<file path="config.mk">
export PLATFORM = sky130hd
export DESIGN_NAME = or_ctrl
export DESIGN_NICKNAME = d
export VERILOG_FILES = /design/src/or_ctrl_pkg.sv /design/src/or_ctrl.sv /design/src/forward_select.sv /design/src/ex_decode.sv /design/src/id_stage.sv
export SDC_FILE = /design/constraint.sdc
export NUM_CORES = 1
export LEC_CHECK = 0
export BUFFER_PORTS_ARGS = -buffer_cell sky130_fd_sc_hd__buf_2
export CAP_MARGIN = 10
export CORE_AREA = 2 2 124 126
export DETAILED_ROUTE_END_ITERATION = 16
export DIE_AREA = 0 0 126 128
export MAX_ROUTING_LAYER = met4
export PLACE_DENSITY = 0.8
export SETUP_SLACK_MARGIN = 0.15
export SLEW_MARGIN = 15
export SYNTH_ARGS = -nofsm -noshare
export SYNTH_HDL_FRONTEND = slang
export SYNTH_SLANG_ARGS = --single-unit
</file>
<file path="constraint.sdc">
create_clock -name clk -period 3.7 [get_ports clk]
set_input_delay 0.74 -clock clk [delete_from_list [all_inputs] [get_ports clk]]
set_output_delay 0.74 -clock clk [all_outputs]
set_load 0.02 [all_outputs]
</file>
<file path="src/or_ctrl_pkg.sv">
////////////////////////////////////////
// encodings follow the OR1K major opcode map
// opcodes missing from opcode_t decode as illegal
////////////////////////////////////////
`default_nettype none

package or_ctrl_pkg;

	// register file address width
	localparam int rf_addr_w = 5;

	////////////////////////////////////////
	// major opcode, insn[31:26]
	////////////////////////////////////////
	typedef enum logic [5:0] {
		op_j     = 6'h00,
		op_jal   = 6'h01,
		op_bnf   = 6'h03,
		op_bf    = 6'h04,
		op_nop   = 6'h05,
		op_movhi = 6'h06,
		// l.sys, l.trap and the sync group
		op_xsync = 6'h08,
		op_rfe   = 6'h09,
		op_jr    = 6'h11,
		op_jalr  = 6'h12,
		op_lwz   = 6'h21,
		op_addi  = 6'h27,
		op_andi  = 6'h29,
		op_ori   = 6'h2a,
		op_xori  = 6'h2b,
		op_sfxxi = 6'h2f,
		op_sw    = 6'h35,
		// register-register ALU group
		op_alu   = 6'h38,
		op_sfxx  = 6'h39
	} opcode_t;

	////////////////////////////////////////
	// branch kind
	////////////////////////////////////////
	typedef enum logic [2:0] {
		br_nop = 3'd0,
		br_j   = 3'd1,
		br_jr  = 3'd2,
		br_bnf = 3'd5,
		br_bf  = 3'd4,
		br_rfe = 3'd6
	} branch_op_t;

	////////////////////////////////////////
	// ALU operation
	////////////////////////////////////////
	// the ALU opcode group passes its low four function bits,
	// so any 4-bit code below 0x10 is a valid operation
	typedef enum logic [4:0] {
		alu_add   = 5'h00,
		alu_addc  = 5'h01,
		alu_and   = 5'h03,
		alu_or    = 5'h04,
		alu_xor   = 5'h05,
		alu_movhi = 5'h0c,
		alu_comp  = 5'h0e,
		alu_nop   = 5'h0f
	} alu_op_t;

	////////////////////////////////////////
	// register file write-back
	////////////////////////////////////////
	// bits 3:1 source, bit 0 write enable
	// sources: 000 alu, 001 load, 011 link
	typedef enum logic [3:0] {
		rfwb_nop   = 4'b0000,
		rfwb_alu_w = 4'b0001,
		rfwb_lsu_w = 4'b0011,
		rfwb_lr_w  = 4'b0111
	} rfwb_op_t;

	// operand source for the ALU inputs
	typedef enum logic [1:0] {
		sel_src_rf      = 2'd0,
		sel_src_imm     = 2'd1,
		sel_src_ex_forw = 2'd2,
		sel_src_wb_forw = 2'd3
	} sel_t;

	// void nop, bit 16 marks it as pipeline filler
	localparam logic [31:0] insn_nop = {op_nop, 10'b00_0000_0001, 16'h0000};

endpackage

`default_nettype wire
</file>
<file path="src/or_ctrl.sv">
////////////////////////////////////////
// decode and pipeline control, freeze and flush active high
////////////////////////////////////////
`timescale 1ns/1ns
`default_nettype none

module or_ctrl #(
	parameter logic [or_ctrl_pkg::rf_addr_w-1:0] link_reg = 5'd9
) (
	input  wire                                   clk,
	input  wire                                   rst_n,
	input  wire  [31:0]                           if_insn,
	input  wire  [31:0]                           id_pc,
	input  wire                                   id_freeze,
	input  wire                                   ex_freeze,
	input  wire                                   wb_freeze,
	input  wire                                   except_flushpipe,
	input  wire                                   pc_we,
	input  wire                                   du_hwbkpt,
	input  wire                                   wbforw_valid,
	output wire                                   flushpipe,
	output wire  [31:0]                           id_insn,
	output wire  [31:0]                           ex_insn,
	output wire  [31:0]                           wb_insn,
	output wire  [or_ctrl_pkg::rf_addr_w-1:0]     rf_addra,
	output wire  [or_ctrl_pkg::rf_addr_w-1:0]     rf_addrb,
	output wire  [31:0]                           id_simm,
	output wire  [29:0]                           id_branch_target,
	output wire  or_ctrl_pkg::branch_op_t         id_branch_op,
	output wire  or_ctrl_pkg::branch_op_t         ex_branch_op,
	output wire  or_ctrl_pkg::alu_op_t            alu_op,
	output wire  or_ctrl_pkg::rfwb_op_t           rfwb_op,
	output wire  [or_ctrl_pkg::rf_addr_w-1:0]     rf_addrw,
	output wire  or_ctrl_pkg::sel_t               sel_a,
	output wire  or_ctrl_pkg::sel_t               sel_b,
	output wire                                   except_illegal,
	output wire                                   sig_syscall,
	output wire                                   sig_trap
);

	wire sel_imm;

	// exception entry or a taken PC write
	assign flushpipe = except_flushpipe | pc_we;

	id_stage u_id (
		.clk              (clk),
		.rst_n            (rst_n),
		.if_insn          (if_insn),
		.id_pc            (id_pc),
		.id_freeze        (id_freeze),
		.flushpipe        (flushpipe),
		.id_insn          (id_insn),
		.rf_addra         (rf_addra),
		.rf_addrb         (rf_addrb),
		.id_simm          (id_simm),
		.id_branch_target (id_branch_target),
		.id_branch_op     (id_branch_op),
		.sel_imm          (sel_imm)
	);

	ex_decode #(
		.link_reg (link_reg)
	) u_ex (
		.clk            (clk),
		.rst_n          (rst_n),
		.id_insn        (id_insn),
		.id_branch_op   (id_branch_op),
		.id_freeze      (id_freeze),
		.ex_freeze      (ex_freeze),
		.flushpipe      (flushpipe),
		.du_hwbkpt      (du_hwbkpt),
		.ex_insn        (ex_insn),
		.ex_branch_op   (ex_branch_op),
		.alu_op         (alu_op),
		.rfwb_op        (rfwb_op),
		.rf_addrw       (rf_addrw),
		.except_illegal (except_illegal),
		.sig_syscall    (sig_syscall),
		.sig_trap       (sig_trap)
	);

	forward_select u_fwd (
		.clk          (clk),
		.rst_n        (rst_n),
		.wb_freeze    (wb_freeze),
		.wbforw_valid (wbforw_valid),
		.id_insn      (id_insn),
		.ex_insn      (ex_insn),
		.rf_addrw     (rf_addrw),
		.rfwb_op      (rfwb_op),
		.sel_imm      (sel_imm),
		.wb_insn      (wb_insn),
		.sel_a        (sel_a),
		.sel_b        (sel_b)
	);

endmodule

`default_nettype wire

</file>
<file path="src/forward_select.sv">
////////////////////////////////////////
// WB copies ignore flushes; wbforw_valid qualifies WB forwarding
////////////////////////////////////////
`timescale 1ns/1ns
`default_nettype none

module forward_select (
	input  wire                                   clk,
	input  wire                                   rst_n,
	input  wire                                   wb_freeze,
	input  wire                                   wbforw_valid,
	input  wire  [31:0]                           id_insn,
	input  wire  [31:0]                           ex_insn,
	input  wire  [or_ctrl_pkg::rf_addr_w-1:0]     rf_addrw,
	input  wire  or_ctrl_pkg::rfwb_op_t           rfwb_op,
	input  wire                                   sel_imm,
	output logic [31:0]                           wb_insn,
	output or_ctrl_pkg::sel_t                     sel_a,
	output or_ctrl_pkg::sel_t                     sel_b
);

	import or_ctrl_pkg::*;

	logic [rf_addr_w-1:0] wb_rfaddrw;

	always_ff @(posedge clk or negedge rst_n) begin
		if (!rst_n) begin
			wb_insn    <= insn_nop;
			wb_rfaddrw <= '0;
		end else if (!wb_freeze) begin
			wb_insn    <= ex_insn;
			wb_rfaddrw <= rf_addrw;
		end
	end

	// youngest producer wins
	function automatic sel_t fwd_src(input logic [rf_addr_w-1:0] addr);
		if (addr == rf_addrw && rfwb_op[0])
			return sel_src_ex_forw;
		else if (addr == wb_rfaddrw && wbforw_valid)
			return sel_src_wb_forw;
		else
			return sel_src_rf;
	endfunction

	always_comb begin
		sel_a = fwd_src(id_insn[20:16]);
		if (sel_imm)
			sel_b = sel_src_imm;
		else
			sel_b = fwd_src(id_insn[15:11]);
	end

endmodule

`default_nettype wire

</file>
<file path="src/ex_decode.sv">
////////////////////////////////////////
// EX bubble needs ex_freeze low; ex_freeze holds everything,
// a pending flush included
////////////////////////////////////////
`timescale 1ns/1ns
`default_nettype none

module ex_decode #(
	parameter logic [or_ctrl_pkg::rf_addr_w-1:0] link_reg = 5'd9
) (
	input  wire                                   clk,
	input  wire                                   rst_n,
	input  wire  [31:0]                           id_insn,
	input  wire  or_ctrl_pkg::branch_op_t         id_branch_op,
	input  wire                                   id_freeze,
	input  wire                                   ex_freeze,
	input  wire                                   flushpipe,
	input  wire                                   du_hwbkpt,
	output logic [31:0]                           ex_insn,
	output or_ctrl_pkg::branch_op_t               ex_branch_op,
	output or_ctrl_pkg::alu_op_t                  alu_op,
	output or_ctrl_pkg::rfwb_op_t                 rfwb_op,
	output logic [or_ctrl_pkg::rf_addr_w-1:0]     rf_addrw,
	output logic                                  except_illegal,
	output logic                                  sig_syscall,
	output logic                                  sig_trap
);

	import or_ctrl_pkg::*;

	opcode_t              id_opc;
	alu_op_t              dec_alu_op;
	rfwb_op_t             dec_rfwb_op;
	logic [rf_addr_w-1:0] dec_addrw;
	logic                 dec_illegal;
	logic                 dec_syscall;
	logic                 dec_trap;
	logic                 bubble;

	assign id_opc = opcode_t'(id_insn[31:26]);

	// EX moves on while ID stalls, or the pipe is flushed
	assign bubble = !ex_freeze && (id_freeze || flushpipe);

	////////////////////////////////////////
	// operation decode
	////////////////////////////////////////
	always_comb begin
		dec_alu_op  = alu_nop;
		dec_rfwb_op = rfwb_nop;
		dec_illegal = 1'b0;
		case (id_opc)
			op_jal, op_jalr:
				dec_rfwb_op = rfwb_lr_w;
			op_lwz:
				dec_rfwb_op = rfwb_lsu_w;
			op_movhi: begin
				dec_alu_op  = alu_movhi;
				dec_rfwb_op = rfwb_alu_w;
			end
			op_addi: begin
				dec_alu_op  = alu_add;
				dec_rfwb_op = rfwb_alu_w;
			end
			op_andi: begin
				dec_alu_op  = alu_and;
				dec_rfwb_op = rfwb_alu_w;
			end
			op_ori: begin
				dec_alu_op  = alu_or;
				dec_rfwb_op = rfwb_alu_w;
			end
			op_xori: begin
				dec_alu_op  = alu_xor;
				dec_rfwb_op = rfwb_alu_w;
			end
			// set-flag compares, result goes to SR only
			op_sfxx, op_sfxxi:
				dec_alu_op = alu_comp;
			op_alu: begin
				dec_alu_op  = alu_op_t'({1'b0, id_insn[3:0]});
				dec_rfwb_op = rfwb_alu_w;
			end
			// legal, nothing for the ALU or write-back
			op_j, op_bnf, op_bf, op_nop, op_xsync, op_rfe, op_jr, op_sw:
				dec_illegal = 1'b0;
			default:
				dec_illegal = 1'b1;
		endcase
	end

	// jump-and-link writes the link register
	assign dec_addrw = (id_opc == op_jal || id_opc == op_jalr) ? link_reg : id_insn[25:21];

	// l.sys is xsync/000, l.trap is xsync/010
	assign dec_syscall = (id_insn[31:23] == {op_xsync, 3'b000});
	assign dec_trap    = (id_insn[31:23] == {op_xsync, 3'b010}) || du_hwbkpt;

	////////////////////////////////////////
	// EX registers
	////////////////////////////////////////
	always_ff @(posedge clk or negedge rst_n) begin
		if (!rst_n) begin
			ex_insn        <= insn_nop;
			ex_branch_op   <= br_nop;
			alu_op         <= alu_nop;
			rfwb_op        <= rfwb_nop;
			rf_addrw       <= '0;
			except_illegal <= 1'b0;
			sig_syscall    <= 1'b0;
			sig_trap       <= 1'b0;
		end else if (bubble) begin
			ex_insn        <= insn_nop;
			ex_branch_op   <= br_nop;
			alu_op         <= alu_nop;
			rfwb_op        <= rfwb_nop;
			rf_addrw       <= '0;
			except_illegal <= 1'b0;
			sig_syscall    <= 1'b0;
			sig_trap       <= 1'b0;
		end else if (!ex_freeze) begin
			ex_insn        <= id_insn;
			ex_branch_op   <= id_branch_op;
			alu_op         <= dec_alu_op;
			rfwb_op        <= dec_rfwb_op;
			rf_addrw       <= dec_addrw;
			except_illegal <= dec_illegal;
			sig_syscall    <= dec_syscall;
			sig_trap       <= dec_trap;
		end
	end

endmodule

`default_nettype wire

</file>
<file path="src/id_stage.sv">
////////////////////////////////////////
// flushpipe beats id_freeze; sel_imm follows if_insn
// and is not cleared by a flush
////////////////////////////////////////
`timescale 1ns/1ns
`default_nettype none

module id_stage (
	input  wire                                   clk,
	input  wire                                   rst_n,
	input  wire  [31:0]                           if_insn,
	input  wire  [31:0]                           id_pc,
	input  wire                                   id_freeze,
	input  wire                                   flushpipe,
	output logic [31:0]                           id_insn,
	output logic [or_ctrl_pkg::rf_addr_w-1:0]     rf_addra,
	output logic [or_ctrl_pkg::rf_addr_w-1:0]     rf_addrb,
	output logic [31:0]                           id_simm,
	output logic [29:0]                           id_branch_target,
	output or_ctrl_pkg::branch_op_t               id_branch_op,
	output logic                                  sel_imm
);

	import or_ctrl_pkg::*;

	opcode_t    if_opc;
	opcode_t    id_opc;
	branch_op_t nxt_branch_op;
	logic       nxt_sel_imm;

	assign if_opc = opcode_t'(if_insn[31:26]);
	assign id_opc = opcode_t'(id_insn[31:26]);

	// read ports are addressed straight from fetch
	assign rf_addra = if_insn[20:16];
	assign rf_addrb = if_insn[15:11];

	////////////////////////////////////////
	// decode of the incoming word
	////////////////////////////////////////
	always_comb begin
		case (if_opc)
			op_j, op_jal:   nxt_branch_op = br_j;
			op_jr, op_jalr: nxt_branch_op = br_jr;
			op_bnf:         nxt_branch_op = br_bnf;
			op_bf:          nxt_branch_op = br_bf;
			op_rfe:         nxt_branch_op = br_rfe;
			default:        nxt_branch_op = br_nop;
		endcase
	end

	// register-only operand b
	always_comb begin
		case (if_opc)
			op_jalr, op_jr, op_rfe, op_xsync, op_sw, op_alu, op_sfxx, op_nop:
				nxt_sel_imm = 1'b0;
			default:
				nxt_sel_imm = 1'b1;
		endcase
	end

	always_ff @(posedge clk or negedge rst_n) begin
		if (!rst_n) begin
			id_insn      <= insn_nop;
			id_branch_op <= br_nop;
			sel_imm      <= 1'b0;
		end else if (flushpipe) begin
			id_insn      <= insn_nop;
			id_branch_op <= br_nop;
			if (!id_freeze)
				sel_imm <= nxt_sel_imm;
		end else if (!id_freeze) begin
			id_insn      <= if_insn;
			id_branch_op <= nxt_branch_op;
			sel_imm      <= nxt_sel_imm;
		end
	end

	////////////////////////////////////////
	// immediate extension
	////////////////////////////////////////
	always_comb begin
		case (id_opc)
			op_addi, op_lwz, op_xori, op_sfxxi:
				id_simm = {{16{id_insn[15]}}, id_insn[15:0]};
			// store offset is split around rB
			op_sw:
				id_simm = {{16{id_insn[25]}}, id_insn[25:21], id_insn[10:0]};
			default:
				id_simm = {16'h0000, id_insn[15:0]};
		endcase
	end

	// word-aligned target, 26-bit signed offset
	assign id_branch_target = {{4{id_insn[25]}}, id_insn[25:0]} + id_pc[31:2];

endmodule

`default_nettype wire

</file>
Word level (Yosys, flattened, before mapping)
Cells that the tools add are included.
- input port bits: 73
- flip-flop bits (word level): 125
- output and inout port bits: 196
- logic and storage cells: 103
- mux-type cells: 32
- $add $sub $neg: 1
- reductions and logical operators: 19
- equality and inequality tests: 37
- bitwise gates (word level): 1
- operators with widths (operator ; count):
    $mux 32 ; 4
    $eq 6x6->1 const B ; 12
    $pmux 32 s2 ; 1
    $add 30x30->30 ; 1
    $eq 6x3->1 const B ; 5
    $pmux 4 s7 ; 1
    $mux 5 ; 5
    $eq 6x4->1 const B ; 4
    $eq 6x5->1 const B ; 4
    $eq 5x5->1 ; 4
    $reduce_or 19->1 ; 1
    $eq 9x7->1 const B ; 2
    $pmux 3 s5 ; 1
    $eq 6x1->1 const B ; 2
    $eq 6x2->1 const B ; 2
    $logic_not 6->1 ; 2
    $mux 3 ; 4
    $mux 2 ; 5
    $pmux 3 s3 ; 1
    $mux 1 ; 8
    $mux 4 ; 2
    $reduce_or 2->1 ; 4
    $reduce_or 8->1 ; 1
    $reduce_or 6->1 ; 1
    other kinds (6) ; 13

Longest topological paths before layout
Gate-level depths: netlist of run 1.
- depth after elaboration: 5
- gate-level depth with buffers: 9
- gate-level depth less buffers: 9

Modules after synthesis
From an unflattened synthesis of run 1, not the netlist that was laid out.
- cells, all modules: 713
- area total of the unflattened synthesis: 7390.8 um^2
- by module, submodules not included (module ; instances ; cells each ; area an instance (um^2)):
    id_stage ; 1 ; 411 ; 3467.1
    ex_decode ; 1 ; 191 ; 2289.7
    forward_select ; 1 ; 110 ; 1627.8
    or_ctrl ; 1 ; 1 ; 6.3

Worst setup path after synthesis of run 1
OpenSTA, ideal clock, no wires.
- path type: flip-flop to output port
- start point: reg u_id.id_insn[27]
- end point: out id_simm[17]
- stages on the path, launching flop included: 6
- required time: 2.960 ns
- setup slack: 0.130 ns
- path buffers: 3
- arrival: 2.830 ns
- path through: dfrtp_1 > clkbuf_1 > buf_1 > xnor2_1 > o31ai_1 > buf_4
- word-level cells in the longest chain between the ends: 3
- RTL lines (item ; RTL line ; text):
    from (decl) ; id_stage.sv:15 ; output logic [31:0] id_insn,
    from (signal assigned) ; id_stage.sv:64 ; id_insn <= insn_nop;
    from (signal assigned) ; id_stage.sv:68 ; id_insn <= insn_nop;
    from (signal assigned) ; id_stage.sv:73 ; id_insn <= if_insn;
    $eq 6x6->1 ; id_stage.sv:83 ; case (id_opc)
    $reduce_or 4->1 ; id_stage.sv:83 ;
    $pmux 32 s2 (*) ; id_stage.sv:83 ;
    to (decl) ; or_ctrl.sv:27 ; output wire [31:0] id_simm,
Mark *: on every way between the ends. The rest lies on a longest branch, timed or not.

Worst setup path in the final report of run 1
- start point: reg u_id.id_insn[0]
- end point: out id_branch_target[27]
- word-level cells in the longest chain between the ends: 1
- RTL lines (item ; RTL line ; text):
    $add 30x30->30 ; id_stage.sv:95 ; assign id_branch_target = {{4{id_insn[25]}}, id_insn[25:0]} + id_pc[31:2];
    to (decl) ; or_ctrl.sv:28 ; output wire [29:0] id_branch_target,
Every way passes these cells.

==> results of run 1 <==
synth_stat cells (3+ instances only):
library cell / number / area [um2]
dfrtp_1: 110 / 2750
nor2_1: 66 / 248
a21oi_1: 45 / 225
buf_4: 38 / 285
mux2_2: 38 / 428
nand2_1: 38 / 143
a22o_1: 35 / 307
xor2_1: 31 / 272
mux2i_1: 30 / 300
ha_1: 29 / 363
clkbuf_1: 28 / 105
o21ai_0: 24 / 120
xnor2_1: 22 / 193
inv_1: 17 / 63.8
dfstp_2: 13 / 342
a21o_1: 11 / 82.6
nand3_1: 11 / 55.1
a31oi_1: 8 / 50.1
nor2b_1: 8 / 50.1
nor4_1: 8 / 50.1
and3_1: 5 / 31.3
nand4_1: 5 / 31.3
nor3_1: 5 / 25.0
o211ai_1: 5 / 37.5
o21bai_1: 5 / 37.5
buf_1: 4 / 15.0
buf_2: 4 / 20.0
nand2b_1: 4 / 25.0
nor3b_1: 4 / 30.0
o21a_1: 3 / 22.5
o22ai_1: 3 / 18.8
o31ai_1: 3 / 22.5
o41ai_1: 3 / 26.3
layout make-up:
cell class / count / area (um2)
flip-flops and latches: 123 / 3100
inverters: 18 / 67.6
multi-input cells: 500 / 3910
repair buffers: 322 / 1810
clock buffers: 25 / 495
well taps: 188 / 235
clock inverters: 7 / 115
fillers: 1172 / 5140
critical path, cell delays in order (launching register included):
cell      delay [ns]
dfrtp_1         0.41
ha_4            0.19
buf_6           0.11
a211oi_2        0.23
o21bai_2        0.14
o41ai_4         0.24
buf_4           0.19
buf_6           0.11
a31oi_4         0.11
a21oi_2         0.22
a31oi_1         0.13
xor2_1          0.17
buf_2           0.19
power by group through the flow:
| stage | Clock (mW) | Sequential (mW) | Combinational [mW] |
|---|---|---|---|
| after floorplan | 0 | 1.45 | 0.349 |
| after global placement | 0 | 1.43 | 0.587 |
| after detailed placement | 0 | 1.43 | 0.593 |
| after CTS | 1.73 | 1.40 | 0.626 |
| after global routing | 1.80 | 1.41 | 0.702 |
| final | 1.71 | 1.41 | 0.654 |
flip-flops by register name, summed over array words and instances, names as in the netlist:
register and cells:
u_ex.ex_insn 32, u_fwd.wb_rfaddrw 5, u_id.id_branch_op 3, u_ex.rf_addrw 5, u_ex.sig_trap 1, u_ex.sig_syscall 1
u_id.sel_imm 1, u_fwd.wb_insn 32, u_ex.alu_op 4, u_ex.rfwb_op 3, u_ex.except_illegal 1, u_ex.ex_branch_op 3
u_id.id_insn 32
what timing repair did:
| item | 4_1_cts | 5_1_grt |
|---|---|---|
| resized for setup | 33 | 24 |
| endpoints found under the setup margin | 14 | 16 |
| buffers inserted | 9 | 9 |
| pin swaps | 17 | 13 |
per-layer routing:
metal / wire length, um / share of wire [%] / track usage [%]
met1: 9380 / 41 / 35.7
met2: 11100 / 49 / 44.3
met3: 1640 / 7.2 / 6.64
met4: 702 / 3.1 / 11.0
met5: 0 / 0 / -
worst max path at each step:
stage | from | end | slack [ns] | depth (start not counted)
after floorplan | id_pc[2] | id_branch_target[28] | 0.23 | 9
after global routing | u_id.id_insn[0]$_DFFE_PN0P_ | id_branch_target[19] | 0.01 | 12
after detailed placement | id_pc[2] | id_branch_target[28] | -0.09 | 11
after global placement | id_pc[2] | id_branch_target[26] | -0.09 | 12
after CTS | u_id.id_insn[0]$_DFFE_PN0P_ | id_branch_target[29] | 0.13 | 11
final | u_id.id_insn[0]$_DFFE_PN0P_ | id_branch_target[27] | 0.1 | 12
logic make-up (layout without fill, tap and decap cells):
logic type,count (synthesis),after routing,synth area share [%]
compound gates,178,178,17.8
fa+ha+maj,30,30,5.27
xor+xnor,53,53,6.39
simple gates,169,169,11.1
mux,68,68,10.0
flops,123,123,42.6
other cells,1,2,0.0516
buf+inv,92,372,6.78
per-stage QoR:
step           hold slack, ns  worst slack, ns  total power, mW
6_report                0.427           0.0987             3.77
5_1_grt                 0.501           0.0123             3.91
4_1_cts                 0.478            0.133             3.76
3_5_place_dp            0.462          -0.0931             2.02
3_3_place_gp            0.459          -0.0930             2.01
2_1_floorplan           0.444            0.233             1.79
==> results.toml, run 1 <==
[sta]
fin_skew_ns = 0.0124
post-route-period-util_pct = 97.3
worst_pin_slew_ns = 1.05
fmaxAchievable_mhz = 278
report.final.hold_viol_count = 0
rsz0062_at_grt = "true"
setup-tns-final_ns = 0
slew-limit-headroom_pct = 30.2
finalMaxSlewViolations = 0
setup_viol = 0
period_minus_slack_ns = 3.60

[final_layout]
instances_no_fill = 1183
fin_util_pct = 65.4
final_common_cell = "buf_2"
diodes = 0
drive_gt1_share_pct = 45.4
final_area_um2 = 9730
final_cell_mix = "252 x buf_2, 106 x dfrtp_1, 65 x nor2_1, 65 x buf_4, 40 x a21oi_1"
nets = 1085
syn2layout_area_growth_pct = 33.9

[synth]
synth.avg_cell_area_um2 = 10.2
syn_area_um2 = 7270
synthArstFlopShare_pct = 100
yosysWarnings = 0
syn_inst = 714
ys_types = 72
synth_edf_count = 0
ys_ff_latch = 123
synthFlopType = "dfrtp_1"
ys_seq_area_share_pct = 42.6

[routing]
first_pass_iters = 5
drc = 0
routedWlPerCell_um = 19.3
routed_wl_mm = 22.8
dr.first_iter.drc_count = 505
vias = 6712
antenna_left = 0
viasPerCell = 5.67

[die]
dieHeight_um = 128
start_util_pct = 48.9
num_rows = 45
core_um2 = 14900
num_io_pins = 269
die_area_um2 = 16100
die_w_um = 126

[status]
status = "finished, final reports clean"

[place]
place.gp.congestion = 0.910
port_buffers = 264
dpl_cell_area_um2 = 8720
dp_hpwl_mm = 15.9
dpl.cell_count = 1133

[worst_setup_path]
cp_max_fo = 3
reg2reg_from = "u_id.id_insn[29]$_DFFE_PN0P_"
cp-end-kind = "primary output"
cp.arrival_ns = 2.86
cp.required_ns = 2.96
r2r_cells = 7
worstSetupPathType = "register to primary output"
regToRegEndpoint = "u_ex.alu_op[1]$_DFFE_PN1P_"
start_kind = "register"
rrSetupSlack_ns = 1.57

[global_routing]
first_global_vias = 6402
grt_usage_pct = 28.2
grt_max_degree = 115
antenna_found_initial = 0
grt_first_pass_wirelength_mm = 34.5
grt.overflow.total = 0

[clock_network]
clk_pin_slew_worst_paths_ns = 0.06
postCtsHoldBufs = 0
cts_tree = "done"
clk_latency_ns = 0.42
h-tree-depth = 4
cts_buffers = 17
cts_sinks = 123
ctsLongestPathBuffers = 2
cts_root_buf = "clkbuf_16"

[job]
cap_violations = 0

[power]
switching_share_pct = 26.9
p_per_area_nw_per_um2 = 388
p_seq_share_pct = 37.3
p_leak_nw = 5.33
pwr-share-comb_pct = 17.3
p_int_mw = 2.76
irDropWorstVdd_uv = 304
p_switching_mw = 1.01
power.share.clock_pct = 45.4

[worst_hold_path]
hp-class = "input port to async pin"
(Power assumes the default switching activity.)
==> inputs of run 2 (changes only) <==
--- a/config.mk
+++ b/config.mk
@@ -7,11 +7,12 @@
 export LEC_CHECK = 0
 export BUFFER_PORTS_ARGS = -buffer_cell sky130_fd_sc_hd__buf_2
 export CAP_MARGIN = 10
-export CORE_AREA = 2 2 124 126
+export CORE_AREA = 2 2 122 124
+export CTS_BUF_LIST = sky130_fd_sc_hd__clkbuf_4 sky130_fd_sc_hd__clkbuf_8
 export DETAILED_ROUTE_END_ITERATION = 16
-export DIE_AREA = 0 0 126 128
+export DIE_AREA = 0 0 124 126
 export MAX_ROUTING_LAYER = met4
-export PLACE_DENSITY = 0.8
+export PLACE_DENSITY = 0.82
 export SETUP_SLACK_MARGIN = 0.15
 export SLEW_MARGIN = 15
 export SYNTH_ARGS = -nofsm -noshare
==> run 2 against run 1 <==
Net effect: final area is 3.3% lower; wire length decreased by 5.1%; sequential share of layout area rose by 1.2 points; count of clock-buffer cells in the layout is 8 lower; critical endpoint is now id_branch_target[28].
==> results.toml, run 2 (synthesis results as in run 1) <==
[status]
status = "finished, final reports clean"

[clock_network]
ctsLongestPathBuffers = 2
cts_tree = "done"
cts_buffers = 17
cts_root_buf = "clkbuf_8"
h-tree-depth = 4
clk_pin_slew_worst_paths_ns = 0.08
postCtsHoldBufs = 0
clk_latency_ns = 0.45
cts_sinks = 123

[worst_setup_path]
regToRegEndpoint = "u_ex.alu_op[1]$_DFFE_PN1P_"
worstSetupPathType = "register to primary output"
cp.arrival_ns = 2.88
reg2reg_from = "u_id.id_insn[29]$_DFFE_PN0P_"
cp_max_fo = 3
start_kind = "register"
cp-end-kind = "primary output"
rrSetupSlack_ns = 1.25
r2r_cells = 7
cp.required_ns = 2.96
crit_start = "u_id.id_insn[1]$_DFFE_PN0P_"

[die]
dieHeight_um = 126
die_w_um = 124
die_area_um2 = 15600
core_um2 = 14300
num_io_pins = 269
start_util_pct = 50.8
num_rows = 44

[final_layout]
diodes = 0
drive_gt1_share_pct = 46.1
nets = 1071
largestRegisters = "u_ex.ex_insn x32, u_fwd.wb_insn x32, u_id.id_insn x32"
syn2layout_area_growth_pct = 29.4
final_cell_mix = "256 x buf_2, 99 x dfrtp_1, 65 x nor2_1"
final_common_cell = "buf_2"

[routing]
routedWlPerCell_um = 18.6
antenna_left = 0
drc = 0
routed_wl_mm = 21.6
vias = 6628
viasPerCell = 5.69
first_pass_iters = 5
dr.first_iter.drc_count = 530

[sta]
setup_viol = 0
fmaxAchievable_mhz = 276
fin_skew_ns = 0.0147
report.final.hold_viol_count = 0
rsz0062_at_grt = "true"
post-route-period-util_pct = 97.8
finalMaxSlewViolations = 0
worst_pin_slew_ns = 0.911
slew-limit-headroom_pct = 39.3
whs_ns = 0.0936
period_minus_slack_ns = 3.62

[global_routing]
antenna_found_initial = 0
grt_usage_pct = 27.6
grt_max_degree = 119
grt.overflow.total = 0
first_global_vias = 6129
grt_first_pass_wirelength_mm = 32.4

[power]
power.share.clock_pct = 36.9
irDropWorstVdd_uv = 184
power.total_mw = 3.23
p_leak_nw = 5.13
p_switching_mw = 1.00
p_seq_share_pct = 43.6
pwr-share-comb_pct = 19.5
switching_share_pct = 31.0
p_per_area_nw_per_um2 = 343
p_int_mw = 2.23

[worst_hold_path]
hp-class = "input port to async pin"

[place]
place.gp.congestion = 0.931
dp_hpwl_mm = 15.5
port_buffers = 264

[job]
cap_violations = 0
-- run 2: cell count changes in the layout (fill, tap and decap cells not counted), sizes merged --
cell,previous run,this run
buf,322,308
bufinv,3,2
clkbuf,25,17
clkinvlp,2,0
inv,18,22
clkinv,2,9
-- run 2: metal layers --
metal	vias to the layer above	track usage [%]	share of wire [%]
met3	55	5.39	5.9
met5	-	-	0
met4	0	8.00	2.7
met1	3263	36.7	43
li1	3043	-	-
met2	267	43.1	49
-- run 2: worst max path at each step --
stage,slack (ns),end,depth (start not counted)
6_report,0.08,id_branch_target[28],10
5_1_grt,-0.01,id_branch_target[28],10
4_1_cts,0.01,id_branch_target[29],9
3_5_place_dp,-0.04,id_branch_target[28],11
3_3_place_gp,-0.03,id_branch_target[28],11
2_1_floorplan,0.23,id_branch_target[28],9
-- run 2: what timing repair did --
action,CTS,global route
buffers inserted,6,8
pin swaps,13,16
resized for setup,22,37
endpoints found under the setup margin,15,14
-- run 2: power by group through the flow --
stage | clock (mW) | combinational (mW) | sequential, mW
2_1_floorplan | 0 | 0.349 | 1.45
3_3_place_gp | 0 | 0.573 | 1.43
3_5_place_dp | 0 | 0.579 | 1.43
4_1_cts | 1.21 | 0.595 | 1.41
6_report | 1.19 | 0.630 | 1.41
5_1_grt | 1.28 | 0.678 | 1.41
-- run 2: area by class of cell --
| cell class | instances | area (um2) |
|---|---|---|
| clock buffer | 17 | 234 |
| clock inverter | 15 | 165 |
| fill | 1174 | 4910 |
| inverter | 18 | 67.6 |
| tap | 184 | 230 |
| sequential | 123 | 3110 |
| multi-input combinational | 500 | 3910 |
| timing repair buffer | 308 | 1690 |
-- run 2: worst max-delay path, stage by stage (launching register included) --
cell and delay (ns):
dfrtp_2 0.43, buf_4 0.15, fa_2 0.38, a21oi_2 0.18, nor2_2 0.07, o211ai_1 0.29, a21boi_2 0.11, o31a_1 0.32
a31oi_2 0.20, xnor2_1 0.14, buf_2 0.18
-- run 2: stage by stage --
stage	utilization, %	cells	worst slack [ns]	area, um2	setup TNS [ns]
floorplan	-	715	0.233	7280	0
global placement	60.4	1119	-0.0315	8650	-0.0315
detailed placement	60.4	1119	-0.0415	8650	-0.0571
CTS	64.0	1157	0.0121	9160	0
global route	65.7	1165	-0.0132	9400	-0.0356
finish	65.7	1165	0.0797	9400	0
==> inputs of run 3 (changes only) <==
--- a/config.mk
+++ b/config.mk
@@ -5,12 +5,14 @@
 export SDC_FILE = /design/constraint.sdc
 export NUM_CORES = 1
 export LEC_CHECK = 0
+export ABC_AREA = 1
 export BUFFER_PORTS_ARGS = -buffer_cell sky130_fd_sc_hd__buf_2
 export CAP_MARGIN = 10
-export CORE_AREA = 2 2 122 124
+export CORE_AREA = 2 2 125 127
 export CTS_BUF_LIST = sky130_fd_sc_hd__clkbuf_4 sky130_fd_sc_hd__clkbuf_8
 export DETAILED_ROUTE_END_ITERATION = 16
-export DIE_AREA = 0 0 124 126
+export DIE_AREA = 0 0 127 129
+export GPL_TIMING_DRIVEN = 0
 export MAX_ROUTING_LAYER = met4
 export PLACE_DENSITY = 0.82
 export SETUP_SLACK_MARGIN = 0.15
==> run 3 against run 2 <==
Net effect: combinational power shrank 4.1%; clock skew shrank 0.0077 ns; core utilization shrank 0.79 points; wire length grew 17%; setup slack gained 0.30 ns; register-to-register slack gained 0.76 ns; count of clock-buffer cells in the layout grew 1; largest cell class unchanged; largest power group unchanged.
==> results.toml, run 3 <==
[worst_setup_path]
max_stage_delay_ns = 0.46
cp_max_fo = 4
cp_cell_sequence = "ha_1 > fa_1 > nand3_1 > nand3_1 > nand3_1 > nand3_1 > nand2_1 > nand2_1 > nand2_1 > nand2_1 > buf_2"
worstSetupPathType = "register to primary output"
cp.arrival_ns = 2.58
slowest_stage = "fa_1"
start_kind = "register"
critPathBufInv = 1
cp.required_ns = 2.96
cp-end-kind = "primary output"
cp_top_family = "simple AND/OR/NAND/NOR gates"

[clock_network]
cts_sinks = 123
postCtsHoldBufs = 0
cts_root_buf = "clkbuf_8"
clk_pin_slew_worst_paths_ns = 0.07
ctsResizeCount = 0
post_cts_buffers = 0
ctsLongestPathBuffers = 2
clk_latency_ns = 0.46
h-tree-depth = 4
cts_tree = "done"
cts_buffers = 17

[sta]
post-route-period-util_pct = 89.7
worst_pin_slew_ns = 0.567
fin_skew_ns = 0.00694
fmaxAchievable_mhz = 301
whs_ns = 0.215
finalMaxSlewViolations = 0
rsz0062_at_grt = "false"
report.final.hold_viol_count = 0
setup-tns-final_ns = 0
setup_viol = 0
slew-limit-headroom_pct = 62.2
period_minus_slack_ns = 3.32

[synth]
syn_inst = 1058
yosysWarnings = 0
ys_types = 47
yosys.area_share.adder_pct = 4.96
synthXorXnorAreaFrac_pct = 2.72
synthArstFlopShare_pct = 100
ys_ff_latch = 123
syn_area_um2 = 7710
synthFlopType = "dfrtp_1"
synth.most_common_cell = "nand2_1"
ys_seq_area_share_pct = 40.1
synth_edf_count = 0
synth_compound_area_share_pct = 12.4
yosysTopAreaCell = "dfrtp_1"
yosys-top-cells-area = "dfrtp_1 36%, nand2_1 15%, inv_1 8.6%, o21ai_0 5.4%, ha_1 4.7%"
yosys.area_share.simple_pct = 25.3
synth.top_cell.area_share_pct = 35.7
synthMuxAreaShare_pct = 0.438
synthTopCellsByCount = "309 x nand2_1, 177 x inv_1, 110 x dfrtp_1, 83 x o21ai_0, 65 x nor2_1"
synth.avg_cell_area_um2 = 7.29
synth_top_family_by_area = "simple AND/OR/NAND/NOR gates"

[routing]
routedWlPerCell_um = 16.4
wl_met2_mm = 12.5
routed_wl_mm = 25.4
dr.first_iter.drc_count = 599
vias = 8139
antenna_left = 0
viasPerCell = 5.27
met3_length_mm = 1.65
routed.top_layer = "met4"
drc = 0
m1WireLength_mm = 10.7
first_pass_iters = 6

[die]
start_util_pct = 51.5
num_rows = 45
core_um2 = 15000
num_io_pins = 269
die_w_um = 127
die_area_um2 = 16400
dieHeight_um = 129

[final_layout]
final_cell_mix = "309 x nand2_1, 270 x buf_2, 177 x inv_1"
largestRegisters = "u_ex.ex_insn x32, u_fwd.wb_insn x32, u_id.id_insn x32"
seq_area_um2 = 3090
final_common_cell = "nand2_1"
final_area_um2 = 9720
fillCellCount = 1363
multi_input_area_um2 = 3540
syn2layout_area_growth_pct = 26.0
diodes = 0
nets = 1445
drive_gt1_share_pct = 29.1

[power]
irDropWorstVdd_uv = 274
p_leak_nw = 5.70
p_per_area_nw_per_um2 = 335
power.total_mw = 3.26

[place]
dpl_cell_area_um2 = 9300
place.gp.congestion = 0.952
port_buffers = 263
dp_hpwl_mm = 20.1

[status]
status = "finished, final reports clean"

[worst_hold_path]
hp-class = "input port to async pin"

[global_routing]
grt_first_pass_wirelength_mm = 39.1
grt_usage_pct = 31.9
antenna_found_initial = 0
grt.overflow.total = 0
grt_max_degree = 76
first_global_vias = 7617

[job]
cap_violations = 0
## run 3: worst reg2reg max path, stage by stage, from the launching register on
cell,delay (ns)
dfstp_2,0.55
buf_6,0.13
nand2_1,0.09
nor2_1,0.15
nand3_1,0.08
nand2_1,0.15
nor2_1,0.07
nand2_2,0.08
nand3_1,0.13
nand2_1,0.12
nand2_1,0.06
## run 3: cell families (layout without fill, tap and decap cells)
kind of cell,Yosys count,count (layout)
compound gates,171,171
simple gates,461,461
flops,123,123
other cells,1,2
xor+xnor,24,24
fa+ha+maj,30,30
buf+inv,245,541
mux,3,3
## run 3: report_power, final
part           total [mW]  switching [mW]  internal, mW
combinational       0.604           0.407         0.197
sequential           1.40          0.0309          1.37
clock                1.26           0.573         0.683
total                3.26            1.01          2.25
## run 3: cell type report
type,count,area share (%)
Tap cell,188,2.42
Clock inverter,14,1.75
Timing Repair Buffer,264,13.9
Clock buffer,18,2.55
Multi-Input combinational cell,691,36.5
Inverter,184,7.10
Buffer,61,4.00
Sequential cell,123,31.8
## run 3: final timing paths
| path | from | endpoint | slack [ns] | cells after the start |
|---|---|---|---|---|
| max | u_id.id_insn[0]$_DFFE_PN0P_ | id_branch_target[28] | 0.38 | 11 |
| min | rst_n | u_ex.ex_insn[27]$_DFFE_PN0P_ | 0.22 | 1 |
| max reg2reg | u_id.id_insn[26]$_DFFE_PN1P_ | u_ex.alu_op[2]$_DFFE_PN1P_ | 2.01 | 10 |
| min reg2reg | u_ex.alu_op[2]$_DFFE_PN1P_ | u_ex.alu_op[2]$_DFFE_PN1P_ | 0.48 | 2 |
| max in group asynchronous | rst_n | u_id.id_insn[16]$_DFFE_PN1P_ | 2.74 | 2 |
| min in group clk | u_ex.alu_op[2]$_DFFE_PN1P_ | u_ex.alu_op[2]$_DFFE_PN1P_ | 0.48 | 2 |
## run 3: metal layers
metal | up-vias | global-route usage, %
met5 | - | -
met4 | 0 | 10.2
met3 | 50 | 5.20
met2 | 345 | 54.2
met1 | 3859 | 39.3
li1 | 3885 | -
## run 3: stage by stage
step                      setup slack, ns  cells  utilization [%]
after global placement              0.358   1510             61.9
final                               0.382   1543             64.9
after detailed placement            0.410   1511             62.1
after CTS                           0.357   1543             64.9
after global routing                0.182   1543             64.9
after floorplan                     0.752   1059                -
